--- src/hw/usb_serial_macros.svh ---
// usb serial sizing macros
`ifndef USB_SERIAL_MACROS_SVH
`define USB_SERIAL_MACROS_SVH

// log2 of per-channel send buffer depth
`define USB_SEND_ASIZE 4

// data bytes per IN packet, at most
`define USB_IN_MAXPKT 8

`endif

--- src/hw/usb_serial_pkg.sv ---
// usb serial shared types
`default_nettype none

package usb_serial_pkg;

    // --------------------
    // channel and token types
    typedef logic chan_t;                 // 0 or 1

    typedef struct packed {
        chan_t chan;                      // IN endpoint addressed by host
    } in_token_t;

    // --------------------
    // IN packet records
    typedef struct packed {
        chan_t      chan;                 // source channel
        logic [7:0] data;                 // payload byte
    } pkt_byte_t;

    typedef struct packed {
        chan_t chan;                      // channel of finished packet
        logic  toggle;                    // DATA0 / DATA1
        logic  zlp;                       // no data bytes in packet
    } pkt_end_t;

    // --------------------
    // OUT packet start
    typedef struct packed {
        chan_t chan;                      // target channel
        logic  toggle;                    // received data pid toggle
    } out_pid_t;

endpackage

`default_nettype wire

--- src/hw/send_fifo.sv ---
// per-channel send buffer
`timescale 1ns/1ns
`default_nettype none

`include "usb_serial_macros.svh"

module send_fifo (
    input  wire logic       clk,
    input  wire logic       usb_rstn,
    // application write side
    input  wire logic [7:0] send_data,
    input  wire logic       send_valid,
    output logic            send_ready,
    // packetizer read side
    input  wire logic       rd_pop,
    output logic      [7:0] rd_data,
    output logic            rd_valid
);

    localparam int ASIZE = `USB_SEND_ASIZE;
    localparam int DEPTH = 1 << ASIZE;

    logic [7:0]   mem [0:DEPTH-1];         // byte storage, no reset
    logic [ASIZE:0] wptr;                  // extra msb marks wrap
    logic [ASIZE:0] rptr;
    logic [ASIZE:0] rptr_nxt;              // read pointer after this cycle's pop
    logic           wr_en;
    logic           pop_en;

    // --------------------
    // write side
    assign send_ready = (wptr != {~rptr[ASIZE], rptr[ASIZE-1:0]});  // low only when full
    assign wr_en      = send_valid & send_ready;

    always_ff @(posedge clk or negedge usb_rstn) begin
        if (!usb_rstn) begin
            wptr <= '0;
        end else if (wr_en) begin
            wptr <= wptr + 1'b1;               // advance on handshake
        end
    end

    always_ff @(posedge clk) begin
        if (wr_en) begin
            mem[wptr[ASIZE-1:0]] <= send_data;
        end
    end

    // --------------------
    // show-ahead read side
    assign pop_en   = rd_pop & rd_valid;       // pop of an empty head is ignored
    assign rptr_nxt = rptr + {{ASIZE{1'b0}}, pop_en};

    always_ff @(posedge clk or negedge usb_rstn) begin
        if (!usb_rstn) begin
            rptr     <= '0;
            rd_valid <= 1'b0;
        end else begin
            rptr     <= rptr_nxt;
            rd_valid <= (wptr != rptr_nxt);    // head valid once byte settled
        end
    end

    // head byte already reflects the pop
    always_ff @(posedge clk) begin
        rd_data <= mem[rptr_nxt[ASIZE-1:0]];
    end

endmodule

`default_nettype wire

--- src/hw/in_packetizer.sv ---
// IN endpoint packetizer
`timescale 1ns/1ns
`default_nettype none

`include "usb_serial_macros.svh"

module in_packetizer
    import usb_serial_pkg::*;
(
    input  wire logic            clk,
    input  wire logic            usb_rstn,
    // host token / handshake
    input  wire in_token_t       in_tok,
    input  wire logic            in_tok_stb,
    input  wire chan_t           ack,
    input  wire logic            ack_stb,
    // send buffer heads
    input  wire logic [1:0]      rd_valid,
    input  wire logic [1:0][7:0] rd_data,
    output logic      [1:0]      rd_pop,
    // packet out
    output pkt_byte_t            tx_byte,
    output logic                 tx_byte_stb,
    output pkt_end_t             tx_end,
    output logic                 tx_end_stb
);

    localparam int MAXPKT = `USB_IN_MAXPKT;
    localparam int CNT_W  = $clog2(MAXPKT + 1);

    typedef enum logic [1:0] {
        S_IDLE,
        S_LATCH,
        S_STREAM,
        S_FINISH
    } state_t;

    state_t           state;
    chan_t            chan;                // channel being served
    logic [CNT_W-1:0] cnt;                 // bytes sent in this packet
    logic [1:0]       in_toggle;           // per-channel IN data toggle
    logic             emit;
    logic             cnt_last;

    // --------------------
    // byte emission
    assign emit     = (state == S_STREAM) && rd_valid[chan];
    assign cnt_last = (cnt == CNT_W'(MAXPKT - 1));    // this byte fills the packet

    always_comb begin
        rd_pop        = '0;
        rd_pop[chan]  = emit;                  // one pop per emitted byte
        tx_byte_stb   = emit;
        tx_byte.chan  = chan;
        tx_byte.data  = rd_data[chan];         // show-ahead head byte
        tx_end_stb    = (state == S_FINISH);
        tx_end.chan   = chan;
        tx_end.toggle = in_toggle[chan];
        tx_end.zlp    = (cnt == '0);           // nothing sent
    end

    // --------------------
    // control FSM
    always_ff @(posedge clk or negedge usb_rstn) begin
        if (!usb_rstn) begin
            state <= S_IDLE;
            chan  <= 1'b0;
            cnt   <= '0;
        end else begin
            case (state)
                S_IDLE: begin
                    if (in_tok_stb) begin      // busy tokens dropped elsewhere
                        chan  <= in_tok.chan;
                        cnt   <= '0;
                        state <= S_LATCH;
                    end
                end
                S_LATCH: begin
                    // empty buffer goes straight to a zero-length packet
                    state <= rd_valid[chan] ? S_STREAM : S_FINISH;
                end
                S_STREAM: begin
                    if (emit) begin
                        cnt <= cnt + 1'b1;
                        if (cnt_last) begin
                            state <= S_FINISH;  // max packet size reached
                        end
                    end else begin
                        state <= S_FINISH;      // buffer ran dry
                    end
                end
                S_FINISH: begin
                    state <= S_IDLE;
                end
                default: state <= S_IDLE;
            endcase
        end
    end

    // --------------------
    // IN toggles, flipped by host ack
    always_ff @(posedge clk or negedge usb_rstn) begin
        if (!usb_rstn) begin
            in_toggle <= '0;
        end else if (ack_stb) begin
            in_toggle[ack] <= ~in_toggle[ack];
        end
    end

endmodule

`default_nettype wire

--- src/hw/out_receiver.sv ---
// OUT endpoint receiver
`timescale 1ns/1ns
`default_nettype none

module out_receiver
    import usb_serial_pkg::*;
(
    input  wire logic       clk,
    input  wire logic       usb_rstn,
    // host OUT packet
    input  wire out_pid_t   out_start,
    input  wire logic       out_start_stb,
    input  wire logic [7:0] out_data,
    input  wire logic       out_data_stb,
    input  wire logic       out_end_stb,
    // application receive side
    output logic      [7:0] recv_data,
    output logic      [1:0] recv_valid
);

    logic [1:0] exp_toggle;                // expected toggle per channel
    chan_t      cur_chan;                  // channel of current packet
    logic       accept;                    // current packet is not a duplicate

    // --------------------
    // packet state
    always_ff @(posedge clk or negedge usb_rstn) begin
        if (!usb_rstn) begin
            exp_toggle <= '0;
            cur_chan   <= 1'b0;
            accept     <= 1'b0;
        end else begin
            if (out_start_stb) begin
                cur_chan <= out_start.chan;
                accept   <= (out_start.toggle == exp_toggle[out_start.chan]);
            end else if (out_end_stb) begin
                accept <= 1'b0;
                if (accept) begin
                    exp_toggle[cur_chan] <= ~exp_toggle[cur_chan];  // good packet done
                end
            end
        end
    end

    // --------------------
    // byte routing
    always_ff @(posedge clk or negedge usb_rstn) begin
        if (!usb_rstn) begin
            recv_valid <= '0;
        end else begin
            recv_valid           <= '0;                   // single-cycle strobe
            recv_valid[cur_chan] <= out_data_stb & accept;
        end
    end

    always_ff @(posedge clk) begin
        if (out_data_stb && accept) begin
            recv_data <= out_data;             // shared between channels
        end
    end

endmodule

`default_nettype wire

--- src/hw/usb_serial2_top.sv ---
// two-channel usb serial data path
`timescale 1ns/1ns
`default_nettype none

module usb_serial2_top
    import usb_serial_pkg::*;
(
    input  wire logic            clk,
    input  wire logic            usb_rstn,
    // application send path
    input  wire logic [1:0][7:0] send_data,
    input  wire logic [1:0]      send_valid,
    output logic      [1:0]      send_ready,
    // IN endpoint
    input  wire in_token_t       in_tok,
    input  wire logic            in_tok_stb,
    input  wire chan_t           ack,
    input  wire logic            ack_stb,
    output pkt_byte_t            tx_byte,
    output logic                 tx_byte_stb,
    output pkt_end_t             tx_end,
    output logic                 tx_end_stb,
    // OUT endpoint
    input  wire out_pid_t        out_start,
    input  wire logic            out_start_stb,
    input  wire logic [7:0]      out_data,
    input  wire logic            out_data_stb,
    input  wire logic            out_end_stb,
    output logic      [7:0]      recv_data,
    output logic      [1:0]      recv_valid
);

    logic [1:0]      rd_valid;             // buffer heads toward packetizer
    logic [1:0][7:0] rd_data;
    logic [1:0]      rd_pop;

    // --------------------
    // send buffers, one per channel
    for (genvar ch = 0; ch < 2; ch++) begin : g_send
        send_fifo i_send_fifo (
            .clk        (clk),
            .usb_rstn   (usb_rstn),
            .send_data  (send_data[ch]),
            .send_valid (send_valid[ch]),
            .send_ready (send_ready[ch]),
            .rd_pop     (rd_pop[ch]),
            .rd_data    (rd_data[ch]),
            .rd_valid   (rd_valid[ch])
        );
    end

    // --------------------
    // IN side
    in_packetizer i_in_packetizer (
        .clk         (clk),
        .usb_rstn    (usb_rstn),
        .in_tok      (in_tok),
        .in_tok_stb  (in_tok_stb),
        .ack         (ack),
        .ack_stb     (ack_stb),
        .rd_valid    (rd_valid),
        .rd_data     (rd_data),
        .rd_pop      (rd_pop),
        .tx_byte     (tx_byte),
        .tx_byte_stb (tx_byte_stb),
        .tx_end      (tx_end),
        .tx_end_stb  (tx_end_stb)
    );

    // --------------------
    // OUT side
    out_receiver i_out_receiver (
        .clk           (clk),
        .usb_rstn      (usb_rstn),
        .out_start     (out_start),
        .out_start_stb (out_start_stb),
        .out_data      (out_data),
        .out_data_stb  (out_data_stb),
        .out_end_stb   (out_end_stb),
        .recv_data     (recv_data),
        .recv_valid    (recv_valid)
    );

endmodule

`default_nettype wire

--- config.mk ---
export PLATFORM = sky130hd
export DESIGN_NAME = usb_serial2_top
export DESIGN_NICKNAME = d
export VERILOG_FILES = /design/src/hw/usb_serial_pkg.sv /design/src/hw/send_fifo.sv /design/src/hw/in_packetizer.sv /design/src/hw/out_receiver.sv /design/src/hw/usb_serial2_top.sv
export VERILOG_INCLUDE_DIRS = /design/src /design/src/hw
export SDC_FILE = /design/constraint.sdc
export NUM_CORES = 1
export LEC_CHECK = 0
export ABC_CLOCK_PERIOD_IN_PS = 4300
export BUFFER_PORTS_ARGS = -buffer_cell sky130_fd_sc_hd__buf_4
export CORE_MARGIN = 4
export CORE_UTILIZATION = 40
export DETAILED_ROUTE_END_ITERATION = 12
export GPL_ROUTABILITY_DRIVEN = 0
export PLACE_DENSITY_LB_ADDON = 0.1
export RECOVER_POWER = 50
export SLEW_MARGIN = 20
export SYNTH_ARGS = -nofsm -noshare
export SYNTH_HDL_FRONTEND = slang
export SYNTH_SLANG_ARGS = --single-unit
--- constraint.sdc ---
create_clock -name clk -period 4.3 [get_ports clk]
set_input_delay 0.215 -clock clk [delete_from_list [all_inputs] [get_ports clk]]
set_output_delay 0.215 -clock clk [all_outputs]
set_load 0.02 [all_outputs]
* Word-level counts from Yosys, hierarchy flattened *
Memory sizes are Yosys's and may differ from the RTL's. A register that Yosys moved wholly into a read port is not among the register bits.
Cells that the tools add are included.

operators by class
  add/subtract/negate cells = 5
  $mul = 0
  divide/modulo/power cells = 0
  $lt $le $gt $ge = 7
  equal/unequal tests = 12
  shifts and indexed selects = 0
  muxes and demuxes = 34
  bitwise operators = 12
  reduce and logical (&&, ||, !) cells = 13

operators with widths
  operator             count
  $mux 1               20
  $ne 5x5->1           4
  $mux 8               2
  $add 5x1->5          2
  $add 5x1->5 const B  2
  $lt 1x2->1 const B   4
  $mux 4               2
  $pmux 2 s4           1
  $pmux 4 s2           1
  $mux 2               3
  $reduce_and 3->1     2
  $and 1x1->1          5
  $logic_and 1x1->1    5
  $not 1->1            5
  $add 4x1->4 const B  1
  $and 2x2->2          2
  $bwmux 2             2
  $eq 2x2->1 const B   2
  $eq 4x3->1 const B   1
  $logic_not 4->1      1
  $ne 2x2->1 const B   2
  $reduce_and 2->1     2
  $reduce_bool 2->1    2
  $demux 1 s1          3
  5 further kinds      7

storage, ports and cells
  register bits = 45
  latch bits = 0
  RAM bits = 256
  bits in read-only memories = 0
  bits of input ports = 37
  output and inout bits = 26
  memories kept = 2

memories
  memory                     words  width  read ports  clocked after memory_dff  wr ports  line             source
  g_send[0].i_send_fifo.mem  16     8      1           1                         1         send_fifo.sv:23  logic [7:0] mem [0:DEPTH-1];
  g_send[1].i_send_fifo.mem  16     8      1           1                         1         send_fifo.sv:23

* Logic depth before layout (Yosys ltp) *
Gate-level depths: netlist of run 1.

  word-level depth = 8
  mapped depth = 13

* Hierarchy *
A second synthesis of run 1 with hierarchy kept.

unflattened totals
  cells, all modules = 687
  area, all modules = 13081.3 um^2

by module, submodules not included
  module                              instances  cells an instance  area each (um^2)
  send_fifo at g_send[0].i_send_fifo  1          292                5955.7
  send_fifo at g_send[1].i_send_fifo  1          295                5894.4
  in_packetizer                       1          73                 742.0
  out_receiver                        1          27                 489.2

* Worst setup path after synthesis of run 1 *
OpenSTA, ideal clock, no wires.

  kind = register to register
  start point = register i_in_packetizer.state[0]
  end point = register g_send[1].i_send_fifo.rd_data[6], read port of g_send[1].i_send_fifo.mem
  data arrival time = 2.752 ns
  data required time = 4.167 ns
  path slack = 1.415 ns
  stages on the path, launching flop included = 13
  buffers on the path = 3
  path through = dfrtp_1 inv_1 ha_1 clkbuf_1 and3_1 ha_1 ha_1 buf_2 buf_1 mux4_2 nor2b_1 a211oi_1 a21oi_1

on the way
  cells in the longest elaborated chain, start to end = 5

ends and longest elaborated chain
  element                                      line                 source
  start, declared                              in_packetizer.sv:38  state_t state;
  start signal, assigned                       in_packetizer.sv:80  state <= rd_valid[chan] ? S_STREAM : S_FINISH;
  $eq 2x2->1                                   in_packetizer.sv:47  assign emit = (state == S_STREAM) && rd_valid[chan];
  $logic_and 1x1->1                            in_packetizer.sv:47
  $and 2x2->2 (no line)                        -
  $and 1x1->1                                  send_fifo.sv:51      assign pop_en = rd_pop & rd_valid;
  $add 5x1->5                                  send_fifo.sv:52      assign rptr_nxt = rptr + {{ASIZE{1'b0}}, pop_en};
  named net g_send[1].i_send_fifo.rptr_nxt[1]  send_fifo.sv:26      logic [ASIZE:0] rptr_nxt;
  end, declared                                send_fifo.sv:16      output logic [7:0] rd_data,

The timed path passes the listed nets, and every way through them passes these cells.
A chain may end at the register's enable or synchronous reset.

* Worst setup path in the final report of run 1 *
  start point = register i_in_packetizer.state[0]
  end point = register g_send[1].i_send_fifo.rd_data[7], read port of g_send[1].i_send_fifo.mem

The elaborated chain is that of the path after synthesis.

==> metrics.md, run 1 <==
| Metric | Value |
|---|---|
| Leakage Power | `5.19 nW` |
| H-tree levels | `2` |
| Crit share post-route | `0.740` |
| DRC violation total after the first TritonRoute iteration | `488` |
| Top cell type by total area after synthesis | `edfxtp_1` |
| Total global-route track usage | `0.157` |
| Die outline height | `about 190 µm` |
| HP Start | `ack_stb` |
| Required @ worst endpoint | `approximately 4700 ps` |
| M1 wire length | `roughly 12000 µm` |
| Wire length on met2 | `12900 µm` |
| Antenna-violating nets left | `0` |
| Starting density of the core | `0.410` |
| Multi-input gate area | `roughly 0.0033 mm²` |
| Post-DP HPWL | `16400 µm` |
| DR DRC count | `0` |
| Routed wire per std cell | `roughly 22 µm` |
| Setup TNS | `0 ps` |
| Antenna diode count | `0` |
| Skew final | `around 27 ps` |
| Cts hold-fix bufs | `27` |
| CP Max Fanout | `18` |
| Port bufs | `62` |
| Core Util, Final | `0.481` |
| Most frequent cell after synthesis | `edfxtp_1` |
| Non-filler cells, final | `approximately 1.2k` |
| Tmin final | `3180 ps` |
| Unique masters post-synth | `40` |
| Hold Fails Final Rpt | `0` |
| Setup Fix Bufs, Post-CTS | `0` |
| GR Overflow Total | `0` |
| Crit end category | `register` |
| FF-to-FF path depth | `9` |
| Post-synthesis sequential area ratio | `0.724` |
| CTS clk-pin slew, worst paths | `~60 ps` |
| Setup ws final | `1120 ps` |
| Total Power | `0.0108 W` |
| Num rows | `between 60 and 70` |
| Slew headroom | `-0.410` |
| Post-synth top area share | `0.626` |
| Startpoint Class | `register` |
| Crit path kind | `reg2reg` |
| Routed wl met3 | `1370 µm` |
| RSZ-0062 raised after global routing | `false` |
| CTS tree | `done` |
| Ports | `63` |
| Cell Area, Synth | `0.0127 mm²` |
| Top layer in use | `met4` |
| Hold Path Class | `in2reg` |
| Cts repair resizes | `0` |
| Vias in the first global route | `6754` |
| Worst Tran Pin Value | `~2100 ps` |
| P&R area growth vs syn | `17.4%` |
| Filler cell count in the final layout | `roughly 2.6k` |
| Maximum clock frequency | `0.314 GHz` |
| Post-synth EDFFs | `approximately 260` |
| CP arrival | `approximately 3600 ps` |
| Predominant post-synthesis flop cell | `edfxtp_1` |
| Detailed Routing Iterations Pass 1 | `5` |
| Failing checks | `capacitance limit, slew limit` |
| CTS sink cnt | `roughly 320` |
| Fraction of layout cells with a size suffix above 1 | `0.231` |
| Worst r2r dst | `g_send[1].i_send_fifo.rd_data[7]` |
| Num CTS Buffers | `36` |
| Max capacitance violation total | `1` |
| Die area | `about 0.035 mm²` |
| Core area | `just over 0.03 mm²` |
| Hold path depth | `3` |
| Setup crit start | `i_in_packetizer.state[0]` |
| Pin count of the biggest net entering global routing | `38` |
| Clock Path Buffers | `3` |
| Worst skew pair latency | `around 530 ps` |
| Power per cell area | `approximately 730 mW/mm²` |
| Mean Syn Cell Area | `19.0 µm²` |
| Root Buffer | `clkbuf_16` |
| Initial antenna violation count | `0` |
| Register area | `about 0.0092 mm²` |
| Synth Instances | `666` |
| Pre-CTS setup slack | `between 1000 and 1500 ps` |
| Avg Vias per Cell | `approximately 5.3` |
| Ys Warns | `0` |
| Outcome | `complete, but fails checks` |
| Setup violators final | `0` |
| Cell count after placement | `approximately 1.1k` |
| Post-synthesis async set-or-reset flop share | `0.117` |
| Total number of vias | `~6.3k` |
| Slew Viols, Final | `38` |
| Commonest cells in the netlist | `edfxtp_1 (264), mux4_2 (64), dfrtp_1 (37), and3_1 (31), nor2b_1 (26)` |
| Post-synthesis net count | `slightly above 700` |
| Final WL | `around 26000 µm` |
| Die Wd | `186 µm` |
| First-pass GRT wire length | `40800 µm` |
| Synth top area cells | `edfxtp_1 (63%), mux4_2 (11%), dfrtp_1 (7.3%)` |
| Worst vdd ir | `0.000303 V` |
| Reg2reg start | `i_in_packetizer.state[0]` |
| FF+latch count, synth | `approximately 320` |
| Hold EP | `i_in_packetizer.in_toggle[0]` |
| Final nets | `between 800 and 900` |
| Worst reg2reg setup slack | `roughly 1100 ps` |
final cells by class:
cell class                      instances  area share
Multi-Input combinational cell        303       0.220
Inverter                               12     0.00303
Timing Repair Buffer                  100      0.0487
Clock inverter                         21      0.0142
Clock buffer                           45      0.0635
Sequential cell                       317       0.617
Tap cell                              396      0.0333
report_power, final:
group | internal [W] | switching (W) | leakage [nW]
clock network | 0.00176 | 0.00119 | 0.568
logic | 0.00179 | 0.00198 | 1.65
registers | 0.00384 | 0.000288 | 2.97
layout by cell type, fill, tap and decap left out, drive strengths merged, types with 2 or more instances in the layout:
cell	count
edfxtp	264
clkbuf	78
mux4	64
buf	40
dfrtp	37
and3	31
dlygate4sd3	27
nor2b	26
xnor2	23
mux2i	18
ha	18
a21oi	17
clkinv	17
a211oi	16
dfxtp	16
xor2	16
mux2	14
inv	13
nand3	11
nand2	11
nor2	6
o211ai	4
o21ai	4
nand3b	3
bufinv	3
nor3	3
and2	3
or2	2
o21a	2
o2111ai	2
worst max-delay path by stage:
stage                                                  end  depth (start not counted)
after floorplan           g_send[1].i_send_fifo.rd_data[6]                         12
after global placement    g_send[0].i_send_fifo.rd_data[3]                         11
after detailed placement  g_send[0].i_send_fifo.rd_data[0]                         11
after CTS                 g_send[0].i_send_fifo.rd_data[3]                         11
after global routing      g_send[1].i_send_fifo.rd_data[7]                         10
final                     g_send[1].i_send_fifo.rd_data[7]                          9
cell families (layout without fill, tap and decap cells):
logic type / count (synthesis) / in the layout / share of synthesized area
mux: 96 / 96 / 0.140
buf+inv: 46 / 178 / 0.0178
fa+ha+maj: 18 / 18 / 0.0178
flops: 317 / 317 / 0.724
xor+xnor: 39 / 39 / 0.0282
simple gates: 101 / 101 / 0.0463
compound gates: 49 / 49 / 0.0253
critical path: stages, from the launching register on:
cell and delay [ps]:
dfrtp_1 440, inv_1 90, ha_1 320, and3_1 230, ha_1 210, ha_2 710, buf_4 290, mux4_2 510
mux2i_1 150, a21oi_1 90
flip-flops by register name, indices dropped and copies added (netlist names):
signal,flops
g_send.i_send_fifo.mem,256
g_send.i_send_fifo.rd_data,16
g_send.i_send_fifo.rd_valid,2
g_send.i_send_fifo.rptr,10
g_send.i_send_fifo.wptr,10
i_in_packetizer.chan,1
i_in_packetizer.cnt,4
i_in_packetizer.in_toggle,2
i_in_packetizer.state,2
i_out_receiver.accept,1
i_out_receiver.cur_chan,1
i_out_receiver.exp_toggle,2
i_out_receiver.recv_data,8
i_out_receiver.recv_valid,2
routing by layer:
layer | global-route usage | vias up
met1 | 0.219 | 3276
met5 | 0 | -
met3 | 0.0319 | 37
li1 | - | 2836
met2 | 0.255 | 144
met4 | 0.0437 | 0
through the flow:
stage,hold WS (ps),area [µm²]
5_1_grt,14.9,14900
2_1_floorplan,-80.6,12700
3_3_place_gp,214,13500
6_report,8.20,14900
3_5_place_dp,228,13500
4_1_cts,0.000111,15000
Note: power is estimated with default switching activity, not from simulation.
==> run 2, diff against run 1 <==
Settings changed: ABC_AREA set to 1, ABC_CLOCK_PERIOD_IN_PS 4300 to 3000.
Clock period 4.3 ns to 3 ns, I/O delays scaled along.
==> metrics.md, run 2 <==
| Metric | Value |
|---|---|
| Outcome | `complete, but fails checks` |
| Failing checks | `capacitance limit, slew limit` |
| Post-synth EDFFs | `264` |
| Synth top area cells | `edfxtp_1 (59%), nand2_1 (9.9%), dfrtp_1 (6.9%)` |
| Synth Instances | `1249` |
| CTS tree | `done` |
| First-pass GRT wire length | `roughly 52000 µm` |
| Slew Viols, Final | `38` |
| Worst path slowest cell | `dfrtp_1` |
| Die Wd | `191 µm` |
| CP Max Fanout | `24` |
| Setup violators final | `0` |
| Ports | `63` |
| Leading cell type in the layout, fill and taps excluded | `nand2_1` |
| Final nets | `between 1k and 1.5k` |
| Crit end category | `register` |
| Slew headroom | `-0.387` |
| Top cell type by total area after synthesis | `edfxtp_1` |
| RSZ-0062 raised after global routing | `false` |
| Pin count of the biggest net entering global routing | `between 60 and 70` |
| DRC violation total after the first TritonRoute iteration | `621` |
| P&R area growth vs syn | `18.7%` |
| Commonest cells in the netlist | `nand2_1 (353), edfxtp_1 (264), nor2_1 (215), nand3_1 (116), o21ai_0 (85)` |
| Unique masters post-synth | `26` |
| M1 GR Usage | `0.285` |
| Total number of vias | `8963` |
| FF+latch count, synth | `~320` |
| Routed wire per std cell | `~18 µm` |
| CP Buf/Inv Count | `4` |
| Largest family of logic cells by synthesized area | `simple AND/OR/NAND/NOR gates` |
| Simple-Gate Fraction of Synth Area | `0.205` |
| CP top delay family | `adder cells` |
| CTS sink cnt | `approximately 320` |
| Post-Synth Adder-Cell Area | `0.0169` |
| Die area | `about 0.036 mm²` |
| CP arrival | `between 2000 and 3000 ps` |
| Avg Vias per Cell | `approximately 5` |
| Detailed Routing Iterations Pass 1 | `5` |
| Setup crit start | `i_in_packetizer.state[0]` |
| Predominant post-synthesis flop cell | `edfxtp_1` |
| Post-Synth XOR/XNOR Area | `0.0187` |
| Tmin final | `~2600 ps` |
| Num CTS Buffers | `36` |
| Num rows | `66` |
| Hold Fails Final Rpt | `0` |
| Cell Area, Synth | `between 0.01 and 0.015 mm²` |
| Vias in the first global route | `between 8k and 9k` |
| Core area | `0.0327 mm²` |
| Max capacitance violation total | `1` |
| Antenna diode count | `0` |
| Critical path's largest stage delay | `roughly 440 ps` |
| Setup TNS | `0 ps` |
| Skew final | `16.8 ps` |
| Crit path kind | `reg2reg` |
| Worst Tran Pin Value | `~2100 ps` |
| Reg2reg start | `i_in_packetizer.state[0]` |
| Post-synthesis net count | `roughly 1.3k` |
| GR Overflow Total | `0` |
| H-tree levels | `2` |
| Critical path cell sequence | `inv_1 > ha_1 > inv_1 > nor2_1 > ha_2 > ha_1 > inv_1 > buf_4 > nor2_1 > o21ai_0 > nand3_1 > nand3_1 > nand2_1` |
| Most frequent cell after synthesis | `nand2_1` |
| Clock Path Buffers | `3` |
| Initial antenna violation count | `0` |
| Fraction of layout cells with a size suffix above 1 | `0.0986` |
| Cts hold-fix bufs | `35` |
| Ys Warns | `0` |
| CTS clk-pin slew, worst paths | `about 60 ps` |
| Hold Path Class | `in2reg` |
| Post-synthesis async set-or-reset flop share | `0.117` |
| Worst skew pair latency | `between 500 and 600 ps` |
| Die outline height | `approximately 190 µm` |
| Startpoint Class | `register` |
| Gr busiest metal | `met1` |
| Commonest cells after routing, fill and taps aside | `nand2_1 (353), edfxtp_1 (264), nor2_1 (215)` |
| Post-synth top area share | `0.594` |
| Worst vdd ir | `~0.00076 V` |
| Mean Syn Cell Area | `roughly 11 µm²` |
| DR DRC count | `0` |
| Crit share post-route | `0.859` |
| Maximum clock frequency | `~0.39 GHz` |
| GR Util met3 | `0.0304` |
| Total global-route track usage | `0.184` |
| Port bufs | `62` |
| Root Buffer | `clkbuf_16` |
| Cts repair resizes | `0` |
| Compound-Gate Fraction of Synth Area | `0.0381` |
| Leakage Power | `6.14 nW` |
| Met2 Track Usage GR | `0.271` |
| Post-DP HPWL | `roughly 21000 µm` |
| Worst path most repeated cell | `inv_1` |
| Antenna-violating nets left | `0` |
| Core Util, Final | `0.484` |
| Post-synthesis sequential area ratio | `0.688` |
| Required @ worst endpoint | `between 3000 and 4000 ps` |
| HP Start | `send_data[0]` |
| Power per cell area | `around 1100 mW/mm²` |
| Post-synthesis mux area share | `0` |
| Final WL | `around 33000 µm` |
| Max reg flops | `around 260` |
| Setup Fix Bufs, Post-CTS | `0` |
| Starting density of the core | `0.408` |
## run 2: worst paths after layout
path                                                    end  slack (ps)  cells after the start
setup / recovery           g_send[1].i_send_fifo.rd_data[6]         420                     13
hold / removal             g_send[0].i_send_fifo.mem[13][0]         320                      1
setup reg to reg           g_send[1].i_send_fifo.rd_data[6]         420                     13
hold reg to reg                i_out_receiver.recv_valid[0]         450                      1
max in group asynchronous     g_send[1].i_send_fifo.wptr[4]        1020                      2
min in group asynchronous     g_send[0].i_send_fifo.wptr[2]         790                      2
## run 2: logic make-up (layout without fill, tap and decap cells)
family | count (synthesis) | in the layout
AOI/OAI and AO/OA | 98 | 98
xor gates and xnor gates | 25 | 25
adders and majority gates | 18 | 18
buffers and inverters | 103 | 244
DFF | 317 | 317
and+or+nand+nor | 688 | 688
## run 2: layout make-up
type	instances	area, µm²
fill	3061	16900
sequential	317	9170
multi-input combinational	829	3730
timing repair buffer	134	1040
clock buffer	47	983
tap	442	553
inverter	48	180
clock inverter	15	176
## run 2: report_power, final
group / internal [W] / switching (W) / total (W) / leakage (nW)
sequential: 0.00540 / 0.000331 / 0.00574 / 2.98
combinational: 0.00215 / 0.00454 / 0.00668 / 2.60
clock: 0.00265 / 0.00170 / 0.00434 / 0.560
## run 2: metrics by stage
| step | area [µm²] | power (W) | worst slack [ps] | hold slack (ps) | cells |
|---|---|---|---|---|---|
| 2_1_floorplan | 13300 | 0.0103 | 727 | -146 | 1249 |
| 3_3_place_gp | 14400 | 0.0125 | 525 | 158 | 1735 |
| 3_5_place_dp | 14400 | 0.0125 | 436 | 155 | 1735 |
| 4_1_cts | 15900 | 0.0170 | 417 | 1.98 | 1832 |
| 5_1_grt | 15800 | 0.0180 | 147 | 338 | 1832 |
| 6_report | 15800 | 0.0168 | 424 | 317 | 1832 |
## run 2: metal layers
layer / wire (µm) / part of all wire
met3: 1720 / 0.052
met2: 14400 / 0.43
met1: 16600 / 0.50
met4: 603 / 0.018
met5: 0 / 0
